## src/source/sba_pkg.sv

```systemverilog
// Shared definitions for the system bus access unit.
// Only 32-bit accesses exist, so addresses and data share one width.
// The SBCS bit positions follow the RISC-V debug layout for the bits kept.
// All other SBCS fields read as zero.

`default_nettype none

package sba_pkg;

   // DMI side
   localparam int DMI_ADDR_W = 7;

   // Data and address width on the memory port
   localparam int DATA_W = 32;

   // Register map
   localparam logic [DMI_ADDR_W-1:0] ADDR_SBCS       = 7'h38;
   localparam logic [DMI_ADDR_W-1:0] ADDR_SBADDRESS0 = 7'h39;
   localparam logic [DMI_ADDR_W-1:0] ADDR_SBDATA0    = 7'h3C;

   // SBCS bit positions
   localparam int SBCS_READONDATA_BIT = 15;
   localparam int SBCS_AUTOINC_BIT    = 16;
   localparam int SBCS_READONADDR_BIT = 20;
   localparam int SBCS_BUSY_BIT       = 21;

   // One memory request as it travels through the FIFO
   // we=0 marks a read and wdata is then don't-care
   typedef struct packed {
      logic              we;
      logic [DATA_W-1:0] addr;
      logic [DATA_W-1:0] wdata;
   } sba_req_t;

endpackage

`default_nettype wire

```

## src/source/sba_fifo.sv

```systemverilog
// Synchronous request FIFO with a generic payload type.
// FIFO_DEPTH must be a power of two and at least 2.
// A push while full or a pop while empty is ignored by the logic
// and flagged by the assertions below.
// Data appears at the output one cycle after the push.

`timescale 1ns/1ps
`default_nettype none

module sba_fifo #(
   parameter int  FIFO_DEPTH = 4,
   parameter type payload_t  = logic [7:0]
) (
   input  logic     clk_sys,
   input  logic     rst_n_i,
   input  logic     push_valid_i,
   input  payload_t push_data_i,
   output logic     full_o,
   output logic     pop_valid_o,
   output payload_t pop_data_o,
   input  logic     pop_ready_i,
   output logic     empty_o
);

   localparam int PTR_W = $clog2(FIFO_DEPTH);

   // Pointers carry an extra wrap bit
   logic [PTR_W:0] wr_ptr_q;
   logic [PTR_W:0] rd_ptr_q;
   payload_t       mem_q [FIFO_DEPTH];
   logic           push_en;
   logic           pop_en;

   assign empty_o = (wr_ptr_q == rd_ptr_q);
   assign full_o  = (wr_ptr_q[PTR_W] != rd_ptr_q[PTR_W]) &&
                    (wr_ptr_q[PTR_W-1:0] == rd_ptr_q[PTR_W-1:0]);

   assign push_en = push_valid_i && !full_o;
   assign pop_en  = pop_ready_i && !empty_o;

   assign pop_valid_o = !empty_o;
   assign pop_data_o  = mem_q[rd_ptr_q[PTR_W-1:0]];

   always_ff @(posedge clk_sys) begin
      if (!rst_n_i) begin
         wr_ptr_q <= '0;
         rd_ptr_q <= '0;
      end else begin
         if (push_en) begin
            wr_ptr_q <= wr_ptr_q + 1'b1;
         end
         if (pop_en) begin
            rd_ptr_q <= rd_ptr_q + 1'b1;
         end
      end
   end

   // Storage
   always_ff @(posedge clk_sys) begin
      if (push_en) begin
         mem_q[wr_ptr_q[PTR_W-1:0]] <= push_data_i;
      end
   end

   // Writer must respect full
   a_no_overflow: assert property (@(posedge clk_sys) disable iff (!rst_n_i)
      push_valid_i |-> !full_o);

   // Reader must only take what is there
   a_no_underflow: assert property (@(posedge clk_sys) disable iff (!rst_n_i)
      pop_ready_i |-> !empty_o);

endmodule

`default_nettype wire

```

## src/source/sba_credit_tx.sv

```systemverilog
// Credit-based transmitter towards memory.
// Holds one request in an output register and sends it only while a
// credit is left. The memory returns one credit per consumed request.
// idle_o is high only when nothing is held and all credits are home.

`timescale 1ns/1ps
`default_nettype none

module sba_credit_tx
   import sba_pkg::*;
#(
   parameter int MEM_CREDITS = 2
) (
   input  logic              clk_sys,
   input  logic              rst_n_i,
   input  logic              pop_valid_i,
   input  sba_req_t          pop_req_i,
   output logic              pop_ready_o,
   output logic              idle_o,
   input  logic              mem_credit_i,
   output logic              mem_req_valid_o,
   output logic              mem_req_we_o,
   output logic [DATA_W-1:0] mem_req_addr_o,
   output logic [DATA_W-1:0] mem_req_wdata_o
);

   localparam int CNT_W = $clog2(MEM_CREDITS + 1);

   logic [CNT_W-1:0] credit_cnt_q;
   logic [CNT_W-1:0] credit_cnt_d;
   logic             out_valid_q;
   sba_req_t         out_req_q;
   logic             send;

   assign send = out_valid_q && (credit_cnt_q != '0);

   // Refill the output register as it drains
   assign pop_ready_o = pop_valid_i && (!out_valid_q || send);

   assign idle_o = !out_valid_q && (credit_cnt_q == CNT_W'(MEM_CREDITS));

   assign mem_req_valid_o = send;
   assign mem_req_we_o    = out_req_q.we;
   assign mem_req_addr_o  = out_req_q.addr;
   assign mem_req_wdata_o = out_req_q.wdata;

   // Returned and spent credit in one cycle cancel
   always_comb begin
      case ({mem_credit_i, send})
         2'b10:   credit_cnt_d = credit_cnt_q + 1'b1;
         2'b01:   credit_cnt_d = credit_cnt_q - 1'b1;
         default: credit_cnt_d = credit_cnt_q;
      endcase
   end

   always_ff @(posedge clk_sys) begin
      if (!rst_n_i) begin
         credit_cnt_q <= CNT_W'(MEM_CREDITS);
         out_valid_q  <= 1'b0;
      end else begin
         credit_cnt_q <= credit_cnt_d;
         if (pop_ready_o) begin
            out_valid_q <= 1'b1;
         end else if (send) begin
            out_valid_q <= 1'b0;
         end
      end
   end

   always_ff @(posedge clk_sys) begin
      if (pop_ready_o) begin
         out_req_q <= pop_req_i;
      end
   end

   // Memory must not return more credits than it was given
   a_credit_bound: assert property (@(posedge clk_sys) disable iff (!rst_n_i)
      credit_cnt_q <= CNT_W'(MEM_CREDITS));

endmodule

`default_nettype wire

```

## src/source/sba_ctrl.sv

```systemverilog
// DMI register map and request generation for system bus access.
// Only SBCS, SBAddress0 and SBData0 are decoded; other reads return zero.
// Accesses to SBAddress0 or SBData0 are held off while the FIFO is full
// or a read is outstanding. SBCS is always accepted.
// Auto-increment steps the address by 4 after every pushed request.
// Only one read may be outstanding at a time.

`timescale 1ns/1ps
`default_nettype none

module sba_ctrl
   import sba_pkg::*;
(
   input  logic                  clk_sys,
   input  logic                  rst_n_i,
   input  logic                  dmi_req_valid_i,
   input  logic                  dmi_req_write_i,
   input  logic [DMI_ADDR_W-1:0] dmi_req_addr_i,
   input  logic [DATA_W-1:0]     dmi_req_data_i,
   output logic                  dmi_req_ready_o,
   output logic                  dmi_rsp_valid_o,
   output logic [DATA_W-1:0]     dmi_rsp_data_o,
   input  logic                  fifo_full_i,
   input  logic                  fifo_empty_i,
   input  logic                  tx_idle_i,
   output logic                  push_valid_o,
   output sba_req_t              push_req_o,
   input  logic                  mem_rsp_valid_i,
   input  logic [DATA_W-1:0]     mem_rsp_rdata_i
);

   // SBCS state
   logic              autoinc_q;
   logic              readonaddr_q;
   logic              readondata_q;
   logic              sbbusy;

   logic [DATA_W-1:0] sbaddress0_q;
   logic [DATA_W-1:0] sbdata0_q;
   logic              read_pending_q;

   logic              is_sbcs;
   logic              is_addr;
   logic              is_data;
   logic              dmi_acc;
   logic              wr_data;
   logic              rd_on_addr;
   logic              rd_on_data;
   logic [DATA_W-1:0] sbcs_rdata;
   logic [DATA_W-1:0] rdata;

   assign is_sbcs = (dmi_req_addr_i == ADDR_SBCS);
   assign is_addr = (dmi_req_addr_i == ADDR_SBADDRESS0);
   assign is_data = (dmi_req_addr_i == ADDR_SBDATA0);

   // Hold off bus-facing registers while the path is busy
   assign dmi_req_ready_o = !((is_addr || is_data) && (fifo_full_i || read_pending_q));
   assign dmi_acc         = dmi_req_valid_i && dmi_req_ready_o;

   assign wr_data    = dmi_acc && dmi_req_write_i && is_data;
   assign rd_on_addr = dmi_acc && dmi_req_write_i && is_addr && readonaddr_q;
   assign rd_on_data = dmi_acc && !dmi_req_write_i && is_data && readondata_q;

   assign push_valid_o     = wr_data || rd_on_addr || rd_on_data;
   assign push_req_o.we    = wr_data;
   // New address is used directly on read-on-address
   assign push_req_o.addr  = rd_on_addr ? dmi_req_data_i : sbaddress0_q;
   assign push_req_o.wdata = wr_data ? dmi_req_data_i : '0;

   assign sbbusy = !fifo_empty_i || !tx_idle_i || read_pending_q;

   always_comb begin
      sbcs_rdata                      = '0;
      sbcs_rdata[SBCS_BUSY_BIT]       = sbbusy;
      sbcs_rdata[SBCS_READONADDR_BIT] = readonaddr_q;
      sbcs_rdata[SBCS_AUTOINC_BIT]    = autoinc_q;
      sbcs_rdata[SBCS_READONDATA_BIT] = readondata_q;
   end

   always_comb begin
      if (is_sbcs) begin
         rdata = sbcs_rdata;
      end else if (is_addr) begin
         rdata = sbaddress0_q;
      end else if (is_data) begin
         rdata = sbdata0_q;
      end else begin
         rdata = '0;
      end
   end

   // Register updates
   always_ff @(posedge clk_sys) begin
      if (!rst_n_i) begin
         autoinc_q      <= 1'b0;
         readonaddr_q   <= 1'b0;
         readondata_q   <= 1'b0;
         sbaddress0_q   <= '0;
         sbdata0_q      <= '0;
         read_pending_q <= 1'b0;
      end else begin
         if (dmi_acc && dmi_req_write_i && is_sbcs) begin
            autoinc_q    <= dmi_req_data_i[SBCS_AUTOINC_BIT];
            readonaddr_q <= dmi_req_data_i[SBCS_READONADDR_BIT];
            readondata_q <= dmi_req_data_i[SBCS_READONDATA_BIT];
         end

         if (dmi_acc && dmi_req_write_i && is_addr) begin
            sbaddress0_q <= (rd_on_addr && autoinc_q) ? dmi_req_data_i + DATA_W'(4)
                                                      : dmi_req_data_i;
         end else if (push_valid_o && autoinc_q) begin
            sbaddress0_q <= sbaddress0_q + DATA_W'(4);
         end

         // Read data lands here
         if (mem_rsp_valid_i) begin
            sbdata0_q <= mem_rsp_rdata_i;
         end else if (wr_data) begin
            sbdata0_q <= dmi_req_data_i;
         end

         if (rd_on_addr || rd_on_data) begin
            read_pending_q <= 1'b1;
         end else if (mem_rsp_valid_i) begin
            read_pending_q <= 1'b0;
         end
      end
   end

   // DMI response one cycle after an accepted read
   always_ff @(posedge clk_sys) begin
      if (!rst_n_i) begin
         dmi_rsp_valid_o <= 1'b0;
      end else begin
         dmi_rsp_valid_o <= dmi_acc && !dmi_req_write_i;
      end
   end

   always_ff @(posedge clk_sys) begin
      if (dmi_acc && !dmi_req_write_i) begin
         dmi_rsp_data_o <= rdata;
      end
   end

   a_no_push_when_full: assert property (@(posedge clk_sys) disable iff (!rst_n_i)
      push_valid_o |-> !fifo_full_i);

   // Memory answers only reads that were issued
   a_rsp_only_when_pending: assert property (@(posedge clk_sys) disable iff (!rst_n_i)
      mem_rsp_valid_i |-> read_pending_q);

endmodule

`default_nettype wire

```

## src/source/sba_top.sv

```systemverilog
// System bus access unit top level.
// DMI host port on one side, credit-based 32-bit memory port on the other.
// FIFO_DEPTH must be a power of two. MEM_CREDITS must match the number
// of requests the memory can accept before returning a credit.
// Read responses have no back-pressure.

`timescale 1ns/1ps
`default_nettype none

module sba_top
   import sba_pkg::*;
#(
   parameter int FIFO_DEPTH  = 4,
   parameter int MEM_CREDITS = 2
) (
   input  logic                  clk_sys,
   input  logic                  rst_n_i,
   // DMI host port
   input  logic                  dmi_req_valid_i,
   input  logic                  dmi_req_write_i,
   input  logic [DMI_ADDR_W-1:0] dmi_req_addr_i,
   input  logic [DATA_W-1:0]     dmi_req_data_i,
   output logic                  dmi_req_ready_o,
   output logic                  dmi_rsp_valid_o,
   output logic [DATA_W-1:0]     dmi_rsp_data_o,
   // Memory port
   output logic                  mem_req_valid_o,
   output logic                  mem_req_we_o,
   output logic [DATA_W-1:0]     mem_req_addr_o,
   output logic [DATA_W-1:0]     mem_req_wdata_o,
   input  logic                  mem_credit_i,
   input  logic                  mem_rsp_valid_i,
   input  logic [DATA_W-1:0]     mem_rsp_rdata_i
);

   logic     push_valid;
   sba_req_t push_req;
   logic     fifo_full;
   logic     fifo_empty;
   logic     pop_valid;
   sba_req_t pop_req;
   logic     pop_ready;
   logic     tx_idle;

   sba_ctrl u_ctrl (
      .clk_sys         (clk_sys),
      .rst_n_i         (rst_n_i),
      .dmi_req_valid_i (dmi_req_valid_i),
      .dmi_req_write_i (dmi_req_write_i),
      .dmi_req_addr_i  (dmi_req_addr_i),
      .dmi_req_data_i  (dmi_req_data_i),
      .dmi_req_ready_o (dmi_req_ready_o),
      .dmi_rsp_valid_o (dmi_rsp_valid_o),
      .dmi_rsp_data_o  (dmi_rsp_data_o),
      .fifo_full_i     (fifo_full),
      .fifo_empty_i    (fifo_empty),
      .tx_idle_i       (tx_idle),
      .push_valid_o    (push_valid),
      .push_req_o      (push_req),
      .mem_rsp_valid_i (mem_rsp_valid_i),
      .mem_rsp_rdata_i (mem_rsp_rdata_i)
   );

   sba_fifo #(
      .FIFO_DEPTH (FIFO_DEPTH),
      .payload_t  (sba_req_t)
   ) u_fifo (
      .clk_sys      (clk_sys),
      .rst_n_i      (rst_n_i),
      .push_valid_i (push_valid),
      .push_data_i  (push_req),
      .full_o       (fifo_full),
      .pop_valid_o  (pop_valid),
      .pop_data_o   (pop_req),
      .pop_ready_i  (pop_ready),
      .empty_o      (fifo_empty)
   );

   sba_credit_tx #(
      .MEM_CREDITS (MEM_CREDITS)
   ) u_tx (
      .clk_sys         (clk_sys),
      .rst_n_i         (rst_n_i),
      .pop_valid_i     (pop_valid),
      .pop_req_i       (pop_req),
      .pop_ready_o     (pop_ready),
      .idle_o          (tx_idle),
      .mem_credit_i    (mem_credit_i),
      .mem_req_valid_o (mem_req_valid_o),
      .mem_req_we_o    (mem_req_we_o),
      .mem_req_addr_o  (mem_req_addr_o),
      .mem_req_wdata_o (mem_req_wdata_o)
   );

endmodule

`default_nettype wire

```

## config.mk

```make
export PLATFORM = sky130hd
export DESIGN_NAME = sba_top
export DESIGN_NICKNAME = d
export VERILOG_FILES = /design/src/source/sba_pkg.sv /design/src/source/sba_fifo.sv /design/src/source/sba_credit_tx.sv /design/src/source/sba_ctrl.sv /design/src/source/sba_top.sv
export SDC_FILE = /design/constraint.sdc
export NUM_CORES = 1
export LEC_CHECK = 0
export ABC_AREA = 1
export BUFFER_PORTS_ARGS = -buffer_cell sky130_fd_sc_hd__buf_2
export CAP_MARGIN = 20
export CORE_MARGIN = 2
export CORE_UTILIZATION = 54
export CTS_BUF_LIST = sky130_fd_sc_hd__clkbuf_16
export CTS_CLUSTER_DIAMETER = 80
export DETAILED_ROUTE_END_ITERATION = 8
export GPL_TIMING_DRIVEN = 0
export PLACE_DENSITY = 0.79
export SLEW_MARGIN = 20
export SYNTH_ARGS = -nofsm -noshare
export SYNTH_HDL_FRONTEND = slang
export SYNTH_SLANG_ARGS = --single-unit
```

## constraint.sdc

```tcl
create_clock -name clk_sys -period 4.23 [get_ports clk_sys]
set_input_delay 0.6345 -clock clk_sys [delete_from_list [all_inputs] [get_ports clk_sys]]
set_output_delay 0.6345 -clock clk_sys [all_outputs]
set_load 0.02 [all_outputs]
```

==> flow_summary.ini <==
[synthesis]
synth_nets = 1842
synth_compound_area_frac = 0.1118
seq_area_frac_synth = 0.6609
synth_edf_count = 357
ys.flop_type = edfxtp_1
netlist.area_leader.share = 0.5769
ys_seq_elements = 435
yosysWarnings = 0
synth_fa_ha_area_frac = 0.005386
synthTopCellsByCount = edfxtp_1, nand2_1, nor2_1
syn_area_mm2 = 0.01858
ys_types = 46
synth_most_common_cell = edfxtp_1
synthArstFlopShare = 0
syn_avg_cell_area_um2 = 10.58
muxShareOfSynthArea = 0
synth_top_area_cell = edfxtp_1
yosys.area_share.simple = 0.1619
syn_inst = 1757
synth.area.top_cells = edfxtp_1, dfxtp_1, nand2_1
synthXorXnorAreaFrac = 0.01407
synth_top_family_by_area = simple AND/OR/NAND/NOR gates

[hold_path]
min_path_cells = 2
worstHoldStart = dmi_req_write_i
hold_path_class = in2reg
min_to = u_ctrl.dmi_rsp_valid_o

[timing]
hold_violations = 0
worst_slew_pin_slew_ns = 1.191
hold_ws_ns = 0.3413
drv_slew = 0
setup_violations = 0
max_slew_margin = 0.1977
rsz0062_at_grt = no
skew_ns = 0.02488
min_period_over_period = 0.7920
max_clock_freq_mhz = 298.5
period_needed_ns = 3.350

[final_layout]
final_area_mm2 = 0.02164
nNetsFinal = 2070
fillCellCount = 2675
multi_input_area_mm2 = 0.005454
seqCellArea_mm2 = 0.01228
area_growth_pct = 16.43
drive_above_1_share = 0.1564
post-route-util = 0.6421

[floorplanning]
start_util = 0.5515
num_io_pins = 177
chipHeight_um = 189.5
core_mm2 = 0.03370
dieWidth_um = 189.5
rows = 67
die-area_mm2 = 0.03591

[detailed_routing]
detail_route.iter0.violations = 1994
wl_um = 56600
ant_nets = 0
drtPass1Iterations = 5
viasPerCell = 5.826
drc = 0
wl_per_cell_um = 22.91
vias = 14389

[clocking]
clockBufferDepth = 3
clock-root-buffer = clkbuf_16
post-cts-setup-buffers = 0
ctsResizeCount = 0
cts_hold_buf = 0
path_clk_slew_ns = 0.06
cts_tree = done
clock_latency_ns = 0.56
cts_inserted_buffers = 44
cts.htree.levels = 2
clock-sinks = 435

[grt]
grt_pass1_vias = 13763
grt.total_usage = 0.3137
busiest_layer = met2
grt_overflow_total = 0
grt_max_degree = 49
met1_usage = 0.4368
use_met2 = 0.5014
grt_use_met3 = 0.04838
antenna_found_initial = 2
grt_pass1_wl_um = 82990

[critical_path]
r2r-start = u_fifo.rd_ptr_q[1]
crit_required_ns = 4.42
max_stage_delay_ns = 0.98
reg2reg_slack_ns = 0.88
rr_worst_depth = 10
cpMaxStageDelayCell = o21ai_0
path_class = reg2reg
worstSetupStartpoint = u_fifo.rd_ptr_q[1]
path_max_fanout = 10
crit_chain = inv_2, nand2_1, nand2_1, nand3_2, nand2_2, a21oi_1, nand4_1, buf_2, clkbuf_1, o21ai_0
crit_path_start_kind = flop
endpoint_kind = flop
r2r-end = u_fifo.mem_q[3][46]
crit_path_frequent_cell = nand2_1
arrival_ns = 3.54

[power]
power.switching_mw = 3.737
p_clk_frac = 0.324
swShare = 0.3139
power.internal_mw = 8.168
powerDensity_mw_per_mm2 = 550.2
peakVddDrop_uv = 336.4
pwr-share-comb = 0.232
seq_power_share = 0.444
total_leakage_power_nw = 8.174
finalPower_mw = 11.91

[job]
cap_violations = 0

[place]
gp_congestion = 0.9817
dpl.hpwl_um = 40510
portBuffers = 175
placed_cell_area_mm2 = 0.02020

[outcome]
outcome = completed
-- area by class of cell --
type	instances	share of cell area
Tap cell	448	0.02590
Sequential cell	435	0.5676
Clock inverter	36	0.01417
Clock buffer	45	0.05204
Inverter	126	0.02255
Multi-Input combinational cell	1109	0.2521
Antenna cell	2	0.0002313
Timing Repair Buffer	182	0.04799
Buffer	87	0.01746
-- worst max path at each step --
stage                     slack [ns]             endpoint
final                           0.88  u_fifo.mem_q[3][46]
after global routing            0.87  u_fifo.mem_q[3][46]
after CTS                       0.93  u_fifo.mem_q[1][45]
after detailed placement        0.52  u_fifo.mem_q[1][45]
after global placement         -1.71  u_fifo.mem_q[3][13]
after floorplan                 0.09   u_fifo.mem_q[3][0]
-- per-stage QoR --
step | std cells | setup slack, ns | setup TNS [ns]
floorplan | 1757 | 0.08559 | 0
finish | 2470 | 0.8799 | 0
global placement | 2380 | -1.706 | -421.50
CTS | 2467 | 0.9328 | 0
detailed placement | 2386 | 0.5189 | 0
global route | 2469 | 0.8705 | 0
-- placed cells by master, fill, tap and decap left out, types with 12 or more instances in the layout --
cell	n
a21oi_1	36
a31oi_1	34
buf_2	184
clkbuf_1	70
clkbuf_16	45
dfxtp_1	78
edfxtp_1	357
inv_1	125
nand2_1	314
nand3_1	63
nand4_1	12
nor2_1	238
nor3_1	17
o21ai_0	213
o21ai_1	15
o22ai_1	65
xor2_1	28
-- state kept, by name, summed over array words and instances (netlist names) --
| register | cells |
|---|---|
| u_ctrl.dmi_rsp_valid_o | 1 |
| u_fifo.wr_ptr_q | 3 |
| u_ctrl.sbdata0_q | 32 |
| u_ctrl.readondata_q | 1 |
| u_tx.mem_req_wdata_o | 32 |
| u_fifo.mem_q | 260 |
| u_tx.mem_req_addr_o | 32 |
| u_ctrl.sbaddress0_q | 32 |
| u_ctrl.read_pending_q | 1 |
| u_tx.out_valid_q | 1 |
| u_ctrl.readonaddr_q | 1 |
| u_ctrl.autoinc_q | 1 |
| u_tx.mem_req_we_o | 1 |
| u_fifo.rd_ptr_q | 3 |
| u_ctrl.dmi_rsp_data_o | 32 |
| u_tx.credit_cnt_q | 2 |
-- worst max-delay path: cells and delay by family (launching register included) --
| family | cells | cell delay (ns) |
|---|---|---|
| buffers and inverters | 3 | 0.72 |
| and+or+nand+nor | 5 | 0.69 |
| AOI/OAI and AO/OA | 2 | 1.12 |
| DFF | 1 | 0.44 |
-- cells by family after synthesis --
| group | after synthesis |
|---|---|
| adders and majority gates | 8 |
| buffers and inverters | 213 |
| AOI/OAI and AO/OA | 379 |
| and+or+nand+nor | 693 |
| xor gates and xnor gates | 29 |
| DFF | 435 |
-- power groups by stage --
stage | logic [mW] | clock network [mW] | registers [mW]
finish | 2.76 | 3.86 | 5.29
global route | 2.99 | 4.04 | 5.32
CTS | 2.75 | 3.87 | 5.29
detailed placement | 2.74 | 0 | 5.38
global placement | 2.62 | 0 | 5.40
floorplan | 1.19 | 0 | 5.86
-- per-layer routing --
| metal | wire (um) | vias up |
|---|---|---|
| li1 | - | 6589 |
| met1 | 22550 | 6847 |
| met2 | 26350 | 840 |
| met3 | 5684 | 113 |
| met4 | 2012 | 0 |
| met5 | 0 | - |
(Power assumes the default switching activity.)
